$ cat config.mk
export PLATFORM = sky130hd
export DESIGN_NAME = flow_link_top
export DESIGN_NICKNAME = d
export VERILOG_FILES = /design/src/logic/fcp_pkg.sv /design/src/logic/flow_link_top.sv /design/src/logic/downstream_switch.sv /design/src/logic/credit_injector.sv /design/src/logic/switch_buffer_fifo.sv /design/src/logic/link_startup_ctrl.sv
export SDC_FILE = /design/constraint.sdc
export NUM_CORES = 2
export LEC_CHECK = 0
export BUFFER_PORTS_ARGS = -buffer_cell sky130_fd_sc_hd__buf_2
export CAP_MARGIN = 20
export CORE_MARGIN = 5
export CORE_UTILIZATION = 55
export CTS_BUF_LIST = sky130_fd_sc_hd__clkbuf_4 sky130_fd_sc_hd__clkbuf_8
export DETAILED_ROUTE_END_ITERATION = 7
export GPL_TIMING_DRIVEN = 1
export PLACE_DENSITY = 0.83
export SLEW_MARGIN = 20
export SYNTH_ARGS = -nofsm -noshare
export SYNTH_HDL_FRONTEND = slang
export SYNTH_SLANG_ARGS = --single-unit
$ cat constraint.sdc
create_clock -name sys_clk -period 12 [get_ports sys_clk]
set_clock_uncertainty 0.2 [all_clocks]
set_input_delay 2.4 -clock sys_clk [delete_from_list [all_inputs] [get_ports sys_clk]]
set_output_delay 2.4 -clock sys_clk [all_outputs]
set_load 0.05 [all_outputs]
$ cat src/logic/fcp_pkg.sv
// ==============================
// Shared widths and the FCP word for the credit link.
// Import into module bodies; port headers use scoped names.
// ==============================

`default_nettype none

package fcp_pkg;

    // ==============================
    // Widths
    // ==============================
    // VC number width, 16 VCs
    localparam int VC_W   = 4;
    localparam int NUM_VC = 1 << VC_W;

    // Sequence numbers, credit limits and debug counters
    // Wrap modulo 2^16, compare by difference only
    localparam int CNT_W  = 16;

    // Return path word
    localparam int FCP_W  = 32;

    // ==============================
    // FCP word
    // ==============================
    // Built field by field in the switch, carried raw,
    // split again on the injector side
    typedef union packed {
        logic [FCP_W-1:0] raw;
        struct packed {
            logic [VC_W-1:0]             vc;
            logic [FCP_W-VC_W-CNT_W-1:0] rsvd;
            logic [CNT_W-1:0]            fccl;
        } fields;
    } fcp_word_u;

endpackage

`default_nettype wire
$ cat src/logic/flow_link_top.sv
// ==============================
// Top level of the credit link.
// Startup control enables the injector; the switch returns
// credits over FCP. All sizing parameters are set here.
// ==============================

`timescale 1ns/100ps
`default_nettype none

module flow_link_top #(
    parameter int QMAX          = 6,
    parameter int DRAIN_RATIO   = 8,
    parameter int STABLE_CYCLES = 64,
    // 2^BUF_ADDR_W must cover NUM_VC * QMAX
    parameter int BUF_ADDR_W    = 7
) (
    input  logic                      sys_clk,
    input  logic                      arst_n,
    input  logic                      link_up,
    input  logic                      drain_hold,
    output logic                      link_ready,
    output logic                      tx_valid,
    output logic [fcp_pkg::VC_W-1:0]  tx_vc,
    output logic [fcp_pkg::CNT_W-1:0] tx_seq,
    output logic [fcp_pkg::CNT_W-1:0] tx_count,
    output logic                      fcp_valid,
    output logic [fcp_pkg::VC_W-1:0]  fcp_vc,
    output logic [fcp_pkg::CNT_W-1:0] fcp_fccl,
    output logic [fcp_pkg::CNT_W-1:0] buffer_used
);

    import fcp_pkg::*;

    fcp_word_u fcp_word;

    // ==============================
    // Control
    // ==============================
    link_startup_ctrl #(
        .STABLE_CYCLES(STABLE_CYCLES)
    ) u_startup (
        .sys_clk   (sys_clk),
        .arst_n    (arst_n),
        .link_up   (link_up),
        .link_ready(link_ready)
    );

    // ==============================
    // Datapath
    // ==============================
    credit_injector #(
        .QMAX(QMAX)
    ) u_injector (
        .sys_clk   (sys_clk),
        .arst_n    (arst_n),
        .link_ready(link_ready),
        .fcp_valid (fcp_valid),
        .fcp_word  (fcp_word),
        .tx_valid  (tx_valid),
        .tx_vc     (tx_vc),
        .tx_seq    (tx_seq),
        .tx_count  (tx_count)
    );

    downstream_switch #(
        .QMAX       (QMAX),
        .DRAIN_RATIO(DRAIN_RATIO),
        .BUF_ADDR_W (BUF_ADDR_W)
    ) u_switch (
        .sys_clk    (sys_clk),
        .arst_n     (arst_n),
        .tx_valid   (tx_valid),
        .tx_vc      (tx_vc),
        .drain_hold (drain_hold),
        .fcp_valid  (fcp_valid),
        .fcp_word   (fcp_word),
        .buffer_used(buffer_used)
    );

    // FCP fields brought out for observation
    assign fcp_vc   = fcp_word.fields.vc;
    assign fcp_fccl = fcp_word.fields.fccl;

endmodule

`default_nettype wire

$ cat src/logic/downstream_switch.sv
// ==============================
// Downstream switch model.
// Buffers every arriving beat, drains one packet per
// DRAIN_RATIO cycles and returns a credit update per drain.
// ==============================

`timescale 1ns/100ps
`default_nettype none

module downstream_switch #(
    parameter int QMAX        = 6,
    parameter int DRAIN_RATIO = 8,
    parameter int BUF_ADDR_W  = 7
) (
    input  logic                      sys_clk,
    input  logic                      arst_n,
    input  logic                      tx_valid,
    input  logic [fcp_pkg::VC_W-1:0]  tx_vc,
    input  logic                      drain_hold,
    output logic                      fcp_valid,
    output fcp_pkg::fcp_word_u        fcp_word,
    output logic [fcp_pkg::CNT_W-1:0] buffer_used
);

    import fcp_pkg::*;

    localparam int RATIO_W = (DRAIN_RATIO > 1) ? $clog2(DRAIN_RATIO) : 1;

    logic [RATIO_W-1:0]  ratio_cnt;
    logic                drain_tick;
    logic                pop;
    logic [VC_W-1:0]     pop_vc;
    logic                empty;
    logic [BUF_ADDR_W:0] fifo_count;
    logic [CNT_W-1:0]    drained_cnt [NUM_VC];
    logic [CNT_W-1:0]    drained_next;

    // Every beat is accepted, credits guarantee room
    switch_buffer_fifo #(
        .BUF_ADDR_W(BUF_ADDR_W)
    ) u_buffer (
        .sys_clk(sys_clk),
        .arst_n (arst_n),
        .push   (tx_valid),
        .push_vc(tx_vc),
        .pop    (pop),
        .pop_vc (pop_vc),
        .empty  (empty),
        .count  (fifo_count)
    );

    // ==============================
    // Drain cadence
    // ==============================
    always_ff @(posedge sys_clk or negedge arst_n) begin
        if (!arst_n) begin
            ratio_cnt <= '0;
        end else if (drain_tick) begin
            ratio_cnt <= '0;
        end else begin
            ratio_cnt <= ratio_cnt + 1'b1;
        end
    end

    assign drain_tick   = (ratio_cnt == RATIO_W'(DRAIN_RATIO - 1));
    assign pop          = drain_tick && !drain_hold && !empty;
    assign drained_next = drained_cnt[pop_vc] + 1'b1;

    // ==============================
    // Credit return
    // ==============================
    // FCP is registered on the pop edge, valid the cycle after
    always_ff @(posedge sys_clk or negedge arst_n) begin
        if (!arst_n) begin
            fcp_valid <= 1'b0;
            fcp_word  <= '0;
            for (int v = 0; v < NUM_VC; v++) begin
                drained_cnt[v] <= '0;
            end
        end else begin
            fcp_valid <= pop;
            if (pop) begin
                drained_cnt[pop_vc]   <= drained_next;
                fcp_word.fields.vc    <= pop_vc;
                fcp_word.fields.rsvd  <= '0;
                // New limit is drained total plus the per-VC window
                fcp_word.fields.fccl  <= drained_next + CNT_W'(QMAX);
            end
        end
    end

    assign buffer_used = CNT_W'(fifo_count);

endmodule

`default_nettype wire

$ cat src/logic/credit_injector.sv
// ==============================
// Upstream traffic source.
// Sends single-beat packets round-robin over all VCs, each VC
// limited by the credit limit last returned for it over FCP.
// ==============================

`timescale 1ns/100ps
`default_nettype none

module credit_injector #(
    parameter int QMAX = 6
) (
    input  logic                      sys_clk,
    input  logic                      arst_n,
    input  logic                      link_ready,
    input  logic                      fcp_valid,
    input  fcp_pkg::fcp_word_u        fcp_word,
    output logic                      tx_valid,
    output logic [fcp_pkg::VC_W-1:0]  tx_vc,
    output logic [fcp_pkg::CNT_W-1:0] tx_seq,
    output logic [fcp_pkg::CNT_W-1:0] tx_count
);

    import fcp_pkg::*;

    // Per-VC state
    logic [CNT_W-1:0] sent_cnt   [NUM_VC];
    logic [CNT_W-1:0] credit_lim [NUM_VC];

    logic [VC_W-1:0]  last_vc;
    logic [VC_W-1:0]  pick_vc;
    logic             pick_found;
    logic             send;

    // ==============================
    // VC selection
    // ==============================
    // Search starts just after the last VC sent, the last VC
    // itself is checked at the end of the loop
    always_comb begin
        logic [VC_W-1:0] cand;
        pick_found = 1'b0;
        pick_vc    = last_vc;
        for (int i = 1; i <= NUM_VC; i++) begin
            cand = last_vc + VC_W'(i);
            if (!pick_found && (sent_cnt[cand] != credit_lim[cand])) begin
                pick_found = 1'b1;
                pick_vc    = cand;
            end
        end
    end

    assign send = link_ready && pick_found;

    // ==============================
    // Beat register and counters
    // ==============================
    always_ff @(posedge sys_clk or negedge arst_n) begin
        if (!arst_n) begin
            tx_valid <= 1'b0;
            tx_vc    <= '0;
            tx_seq   <= '0;
            tx_count <= '0;
            // First pick after reset is VC 0
            last_vc  <= VC_W'(NUM_VC - 1);
            for (int v = 0; v < NUM_VC; v++) begin
                sent_cnt[v] <= '0;
            end
        end else begin
            tx_valid <= send;
            if (send) begin
                tx_vc             <= pick_vc;
                // Sequence number is the count before this beat
                tx_seq            <= sent_cnt[pick_vc];
                tx_count          <= tx_count + 1'b1;
                last_vc           <= pick_vc;
                sent_cnt[pick_vc] <= sent_cnt[pick_vc] + 1'b1;
            end
        end
    end

    // ==============================
    // FCP decode
    // ==============================
    // New limit replaces the old one, FCPs for a VC arrive in order
    always_ff @(posedge sys_clk or negedge arst_n) begin
        if (!arst_n) begin
            for (int v = 0; v < NUM_VC; v++) begin
                credit_lim[v] <= CNT_W'(QMAX);
            end
        end else if (fcp_valid) begin
            credit_lim[fcp_word.fields.vc] <= fcp_word.fields.fccl;
        end
    end

endmodule

`default_nettype wire

$ cat src/logic/switch_buffer_fifo.sv
// ==============================
// Switch packet buffer.
// Circular store of the VC of each buffered packet. Head entry
// is always visible on pop_vc; push and pop may share a cycle.
// ==============================

`timescale 1ns/100ps
`default_nettype none

module switch_buffer_fifo #(
    parameter int BUF_ADDR_W = 7
) (
    input  logic                     sys_clk,
    input  logic                     arst_n,
    input  logic                     push,
    input  logic [fcp_pkg::VC_W-1:0] push_vc,
    input  logic                     pop,
    output logic [fcp_pkg::VC_W-1:0] pop_vc,
    output logic                     empty,
    output logic [BUF_ADDR_W:0]      count
);

    import fcp_pkg::*;

    localparam int DEPTH = 1 << BUF_ADDR_W;

    logic [VC_W-1:0]       mem [DEPTH];
    logic [BUF_ADDR_W-1:0] wr_ptr;
    logic [BUF_ADDR_W-1:0] rd_ptr;

    // Storage
    always_ff @(posedge sys_clk) begin
        if (push) begin
            mem[wr_ptr] <= push_vc;
        end
    end

    // Pointers and occupancy
    always_ff @(posedge sys_clk or negedge arst_n) begin
        if (!arst_n) begin
            wr_ptr <= '0;
            rd_ptr <= '0;
            count  <= '0;
        end else begin
            if (push) begin
                wr_ptr <= wr_ptr + 1'b1;
            end
            if (pop) begin
                rd_ptr <= rd_ptr + 1'b1;
            end
            case ({push, pop})
                2'b10:   count <= count + 1'b1;
                2'b01:   count <= count - 1'b1;
                default: count <= count;
            endcase
        end
    end

    assign pop_vc = mem[rd_ptr];
    assign empty  = (count == '0);

endmodule

`default_nettype wire

$ cat src/logic/link_startup_ctrl.sv
// ==============================
// Safe startup for the link.
// Synchronizes link_up and raises link_ready only after the
// status has stayed high for STABLE_CYCLES cycles.
// ==============================

`timescale 1ns/100ps
`default_nettype none

module link_startup_ctrl #(
    parameter int STABLE_CYCLES = 64
) (
    input  logic sys_clk,
    input  logic arst_n,
    input  logic link_up,
    output logic link_ready
);

    localparam int STAB_W = $clog2(STABLE_CYCLES + 1);

    logic              sync_q1;
    logic              sync_q2;
    logic [STAB_W-1:0] stable_cnt;

    // Two-flop synchronizer on the raw status
    always_ff @(posedge sys_clk or negedge arst_n) begin
        if (!arst_n) begin
            sync_q1 <= 1'b0;
            sync_q2 <= 1'b0;
        end else begin
            sync_q1 <= link_up;
            sync_q2 <= sync_q1;
        end
    end

    // Stability counter, restarts on any drop of the synced status
    always_ff @(posedge sys_clk or negedge arst_n) begin
        if (!arst_n) begin
            stable_cnt <= '0;
            link_ready <= 1'b0;
        end else if (!sync_q2) begin
            stable_cnt <= '0;
            link_ready <= 1'b0;
        end else if (stable_cnt == STAB_W'(STABLE_CYCLES)) begin
            link_ready <= 1'b1;
        end else begin
            stable_cnt <= stable_cnt + 1'b1;
        end
    end

endmodule

`default_nettype wire

==> summary.md <==
| Metric | Value |
|---|---|
| CTS Buf Count | approximately 210 |
| Final hold violation count | 0 |
| Drt first pass iters | 6 |
| Crit Path Max Fanout | between 40 and 50 |
| Initial core utilization | 55.6% |
| First-pass GRT wire length | roughly 290000 um |
| DRC viols | 0 |
| Critical path class | reg -> reg |
| Routed met1 length | 72900 um |
| Setup Viol. Count Final | 0 |
| Leakage power | 28.0 nW |
| Hold WC Path Type | reg -> reg |
| Unrepaired setup endpoints after global routing | no |
| RePlAce Congestion | roughly 1.1 |
| Slew Limit Fails | 0 |
| Worst vdd ir | 167 uV |
| Antenna violations before repair | 8 |
| Synth Area in XOR/XNOR | under 10% |
| Row cnt | ~130 |
| Fmax | 98.5 MHz |
| CTS resizes | 0 |
| Clock Sinks | 1377 |
| Share of layout cells above drive strength 1 | between 20% and 30% |
| Sequential-to-total area share from yosys stat | a little under three fifths |
| CTS tree | done |
| Yosys top cell area share | 32.0% |
| Max-slew headroom | between 15 and 20% |
| Synth Warn # | 0 |
| Number of port buffers | 70 |
| Period utilization | about 85% |
| Post-DP HPWL | approximately 130000 um |
| Post-synthesis async set-or-reset flop share | between 60% and 70% |
| Slew @ Worst Pin | ~1.3 ns |
| Status | complete, no violations |
| Fillers | roughly 8500 |
| Compound-Gate Fraction of Synth Area | around 8.4% |
| Seq pwr share | between 40% and 50% |
| Avg Inst Size Synth | between 10 and 15 sq um |
| Minimum clock period | roughly 10 ns |
| Switching share of power | a little over a third |
| Grt total ovfl | 0 |
| Post-synthesis mux area share | around 17% |
| Setup TNS | 0 ns |
| Routed wl met3 | 22900 um |
| Core area | between 0.1 and 0.15 sq mm |
| Die Wd | 353 um |
| Synth Cell Area | ~0.065 sq mm |
| Comb power frac | 26.8% |
| I/O pin cnt | just under 80 |
| Met2 WL | between 80000 and 90000 um |
| CTS hold repair buffers | 0 |
| Routed Antenna Nets | 0 |
| Via count | between 40000 and 50000 |
| CP endpoint kind | flip-flop |
| Die Height | approximately 350 um |
| Vias in the first global route | 45617 |
| Largest family of logic cells by synthesized area | multiplexers |
| Commonest non-fill, non-tap cells in the layout | dfrtp_1, edfxtp_1, nand2_1 |
| CTS Root Cell | clkbuf_8 |
| Internal Power | ~8.4 mW |
| EDFF count, synth | between 500 and 600 |
| Yosys cell types | around 110 |
| Synth area leaders | dfrtp_1, edfxtp_1, mux2_2 |
| Drt initial violations | roughly 5500 |
| Routed WL | approximately 190000 um |
| Simple-Gate Fraction of Synth Area | 9.61% |
| DR vias/cell | around 6.5 |
| Placed Area | around 0.067 sq mm |
| Switch Pwr | 4.49 mW |
| Max clock buf depth | 3 |
| Clock network fraction of total power | about 33% |
| Post-Synthesis Cells | slightly above 5000 |
| Worst setup margin | between 1.5 and 2 ns |
| Worst Path Required | approximately 13 ns |
| Worst skew pair latency | between 0.9 and 1 ns |
| Routed wire per std cell | around 28 um |
| Arrival time worst endpoint | 10.68 ns |
| Power Density | approximately 180 mW/mm^2 |
| Fin nets | ~5300 |
| Total power | between 10 and 15 mW |
| Most common cell after layout, fill and taps aside | dfrtp_1 |
| Top Metal Used | met5 |
| Clock transition at path regs | about 0.070 ns |
| Largest net degree at the start of global routing | about 210 |
| Post-synthesis register bit count | approximately 1400 |
| Adder-Cell Fraction of Synth Area | 0.514% |
| Area Overhead vs Synth | 10.8% |
| CP startpoint kind | flip-flop |
| H-tree levels | 4 |
| Largest area contributor in the netlist | dfrtp_1 |
| GRT Overall Usage | a little under a third |
| Main flop type after synthesis | dfrtp_1 |
| Max cap viols | 0 |
| Post-CTS Setup Repair Bufs | 0 |
| Die area | roughly 0.12 sq mm |
| Setup WS pre-CTS | about 2.1 ns |
| Fin area | about 0.07 sq mm |
==> per-stage QoR <==
stage | cells | util, % | hold WS [ns]
floorplan | 5127 | - | 0.131
global placement | 6541 | 57.4 | 0.146
finish | 6952 | 61.6 | 0.157
CTS | 6940 | 61.4 | 0.160
global route | 6950 | 61.6 | 0.169
detailed placement | 6541 | 57.4 | 0.136
==> registers in the layout, summed over array words and instances (netlist names), 3 cells and up <==
| signal | cells |
|---|---|
| u_injector.sent_cnt | 256 |
| u_injector.credit_lim | 256 |
| u_switch.u_buffer.rd_ptr | 7 |
| u_injector.tx_seq | 16 |
| u_switch.drained_cnt | 256 |
| u_injector.last_vc | 4 |
| u_switch.ratio_cnt | 3 |
| u_switch.u_buffer.mem | 512 |
| u_switch.u_buffer.wr_ptr | 7 |
| u_startup.stable_cnt | 7 |
| u_switch.fcp_word | 20 |
| u_switch.u_buffer.count | 8 |
| u_injector.tx_count | 16 |
| u_injector.tx_vc | 4 |
==> power by group through the flow <==
stage	registers [mW]	clock network (mW)	logic [mW]
4_1_cts	5.18	4.31	3.33
5_1_grt	5.19	4.54	3.55
6_report	5.18	4.27	3.45
3_5_place_dp	5.26	0	3.31
3_3_place_gp	5.25	0	3.27
2_1_floorplan	5.23	0	2.05
==> synthesized netlist by cell type (10+ instances only) <==
library cell,count
nand2b_1,19
nor3_1,62
dfstp_2,36
o211ai_1,24
o2111ai_1,12
a21oi_1,247
buf_4,24
a2111o_1,11
o32ai_1,16
or3_1,19
o21a_1,12
nor4_1,44
mux2i_1,164
buf_1,20
and3_1,20
nor3b_1,10
xnor2_1,242
nand2_1,455
buf_2,51
mux2_2,418
a31oi_1,10
o22ai_1,24
dfrtp_1,829
o31ai_1,17
o21ai_1,24
or2_2,12
o21ai_0,287
edfxtp_1,512
a22oi_1,13
clkbuf_1,210
nor2b_1,19
a221oi_1,15
ha_1,25
nand3_1,94
o2111a_1,10
and2_1,16
nor2_1,431
mux4_2,201
or4_1,17
a211oi_1,24
inv_1,46
xor2_1,118
nand4_1,60
==> logic make-up after synthesis <==
family / Yosys count
compound gates: 866
xor+xnor: 362
fa+ha+maj: 26
buf+inv: 362
flops: 1377
mux: 786
other cells: 1
simple gates: 1340
==> critical path, stage by stage (launching register included) <==
cell       delay, ns
dfstp_2         0.38
inv_2           0.58
ha_1            0.38
inv_1           0.58
nand2_1         0.18
o22ai_1         0.20
a2bb2oi_1       0.14
nor4_2          0.61
nor2_1          0.11
a21oi_1         0.73
nand2_1         0.19
or4b_1          0.83
or2_4           0.39
and3_1          0.35
nor2_8          0.86
mux4_2          0.43
a22oi_1         0.57
nand2_1         0.49
buf_4           0.35
nand2_1         0.08
nor2_1          0.06
xnor2_1         0.68
buf_4           0.41
o21ai_0         0.17
==> path summary, 6_finish.rpt <==
path | start | endpoint | slack, ns | cells past startpoint
min | u_startup.sync_q1$_DFF_PN0_ | u_startup.sync_q2$_DFF_PN0_ | 0.16 | 0
min in group asynchronous | arst_n | u_startup.stable_cnt[3]$_DFFE_PN0P_ | 1.32 | 1
max in group asynchronous | arst_n | u_switch.drained_cnt[238]$_DFFE_PN0P_ | 7.85 | 4
max reg2reg | u_injector.last_vc[0]$_DFFE_PN1P_ | u_injector.sent_cnt[35]$_DFFE_PN0P_ | 1.85 | 23
min reg2reg | u_startup.sync_q1$_DFF_PN0_ | u_startup.sync_q2$_DFF_PN0_ | 0.16 | 0
max | u_injector.last_vc[0]$_DFFE_PN1P_ | u_injector.sent_cnt[35]$_DFFE_PN0P_ | 1.85 | 23
==> cell type report <==
| cell class | instances | area [sq um] | share of cell area (%) |
|---|---|---|---|
| clock inverter | 72 | 654 | 0.912 |
| clock buffer | 327 | 4060 | 5.65 |
| inverter | 49 | 184 | 0.256 |
| tap | 1524 | 1910 | 2.66 |
| timing repair buffer | 209 | 1560 | 2.18 |
| antenna | 6 | 15.0 | 0.0209 |
| multi-input combinational | 3388 | 26300 | 36.6 |
| sequential | 1377 | 37100 | 51.7 |
==> layer usage <==
metal	vias up	track usage, %
met1	22703	40.7
met4	8	14.8
met5	-	0
met3	631	9.11
met2	3051	46.7
li1	19138	-
Note: power is estimated with default switching activity, not from simulation.
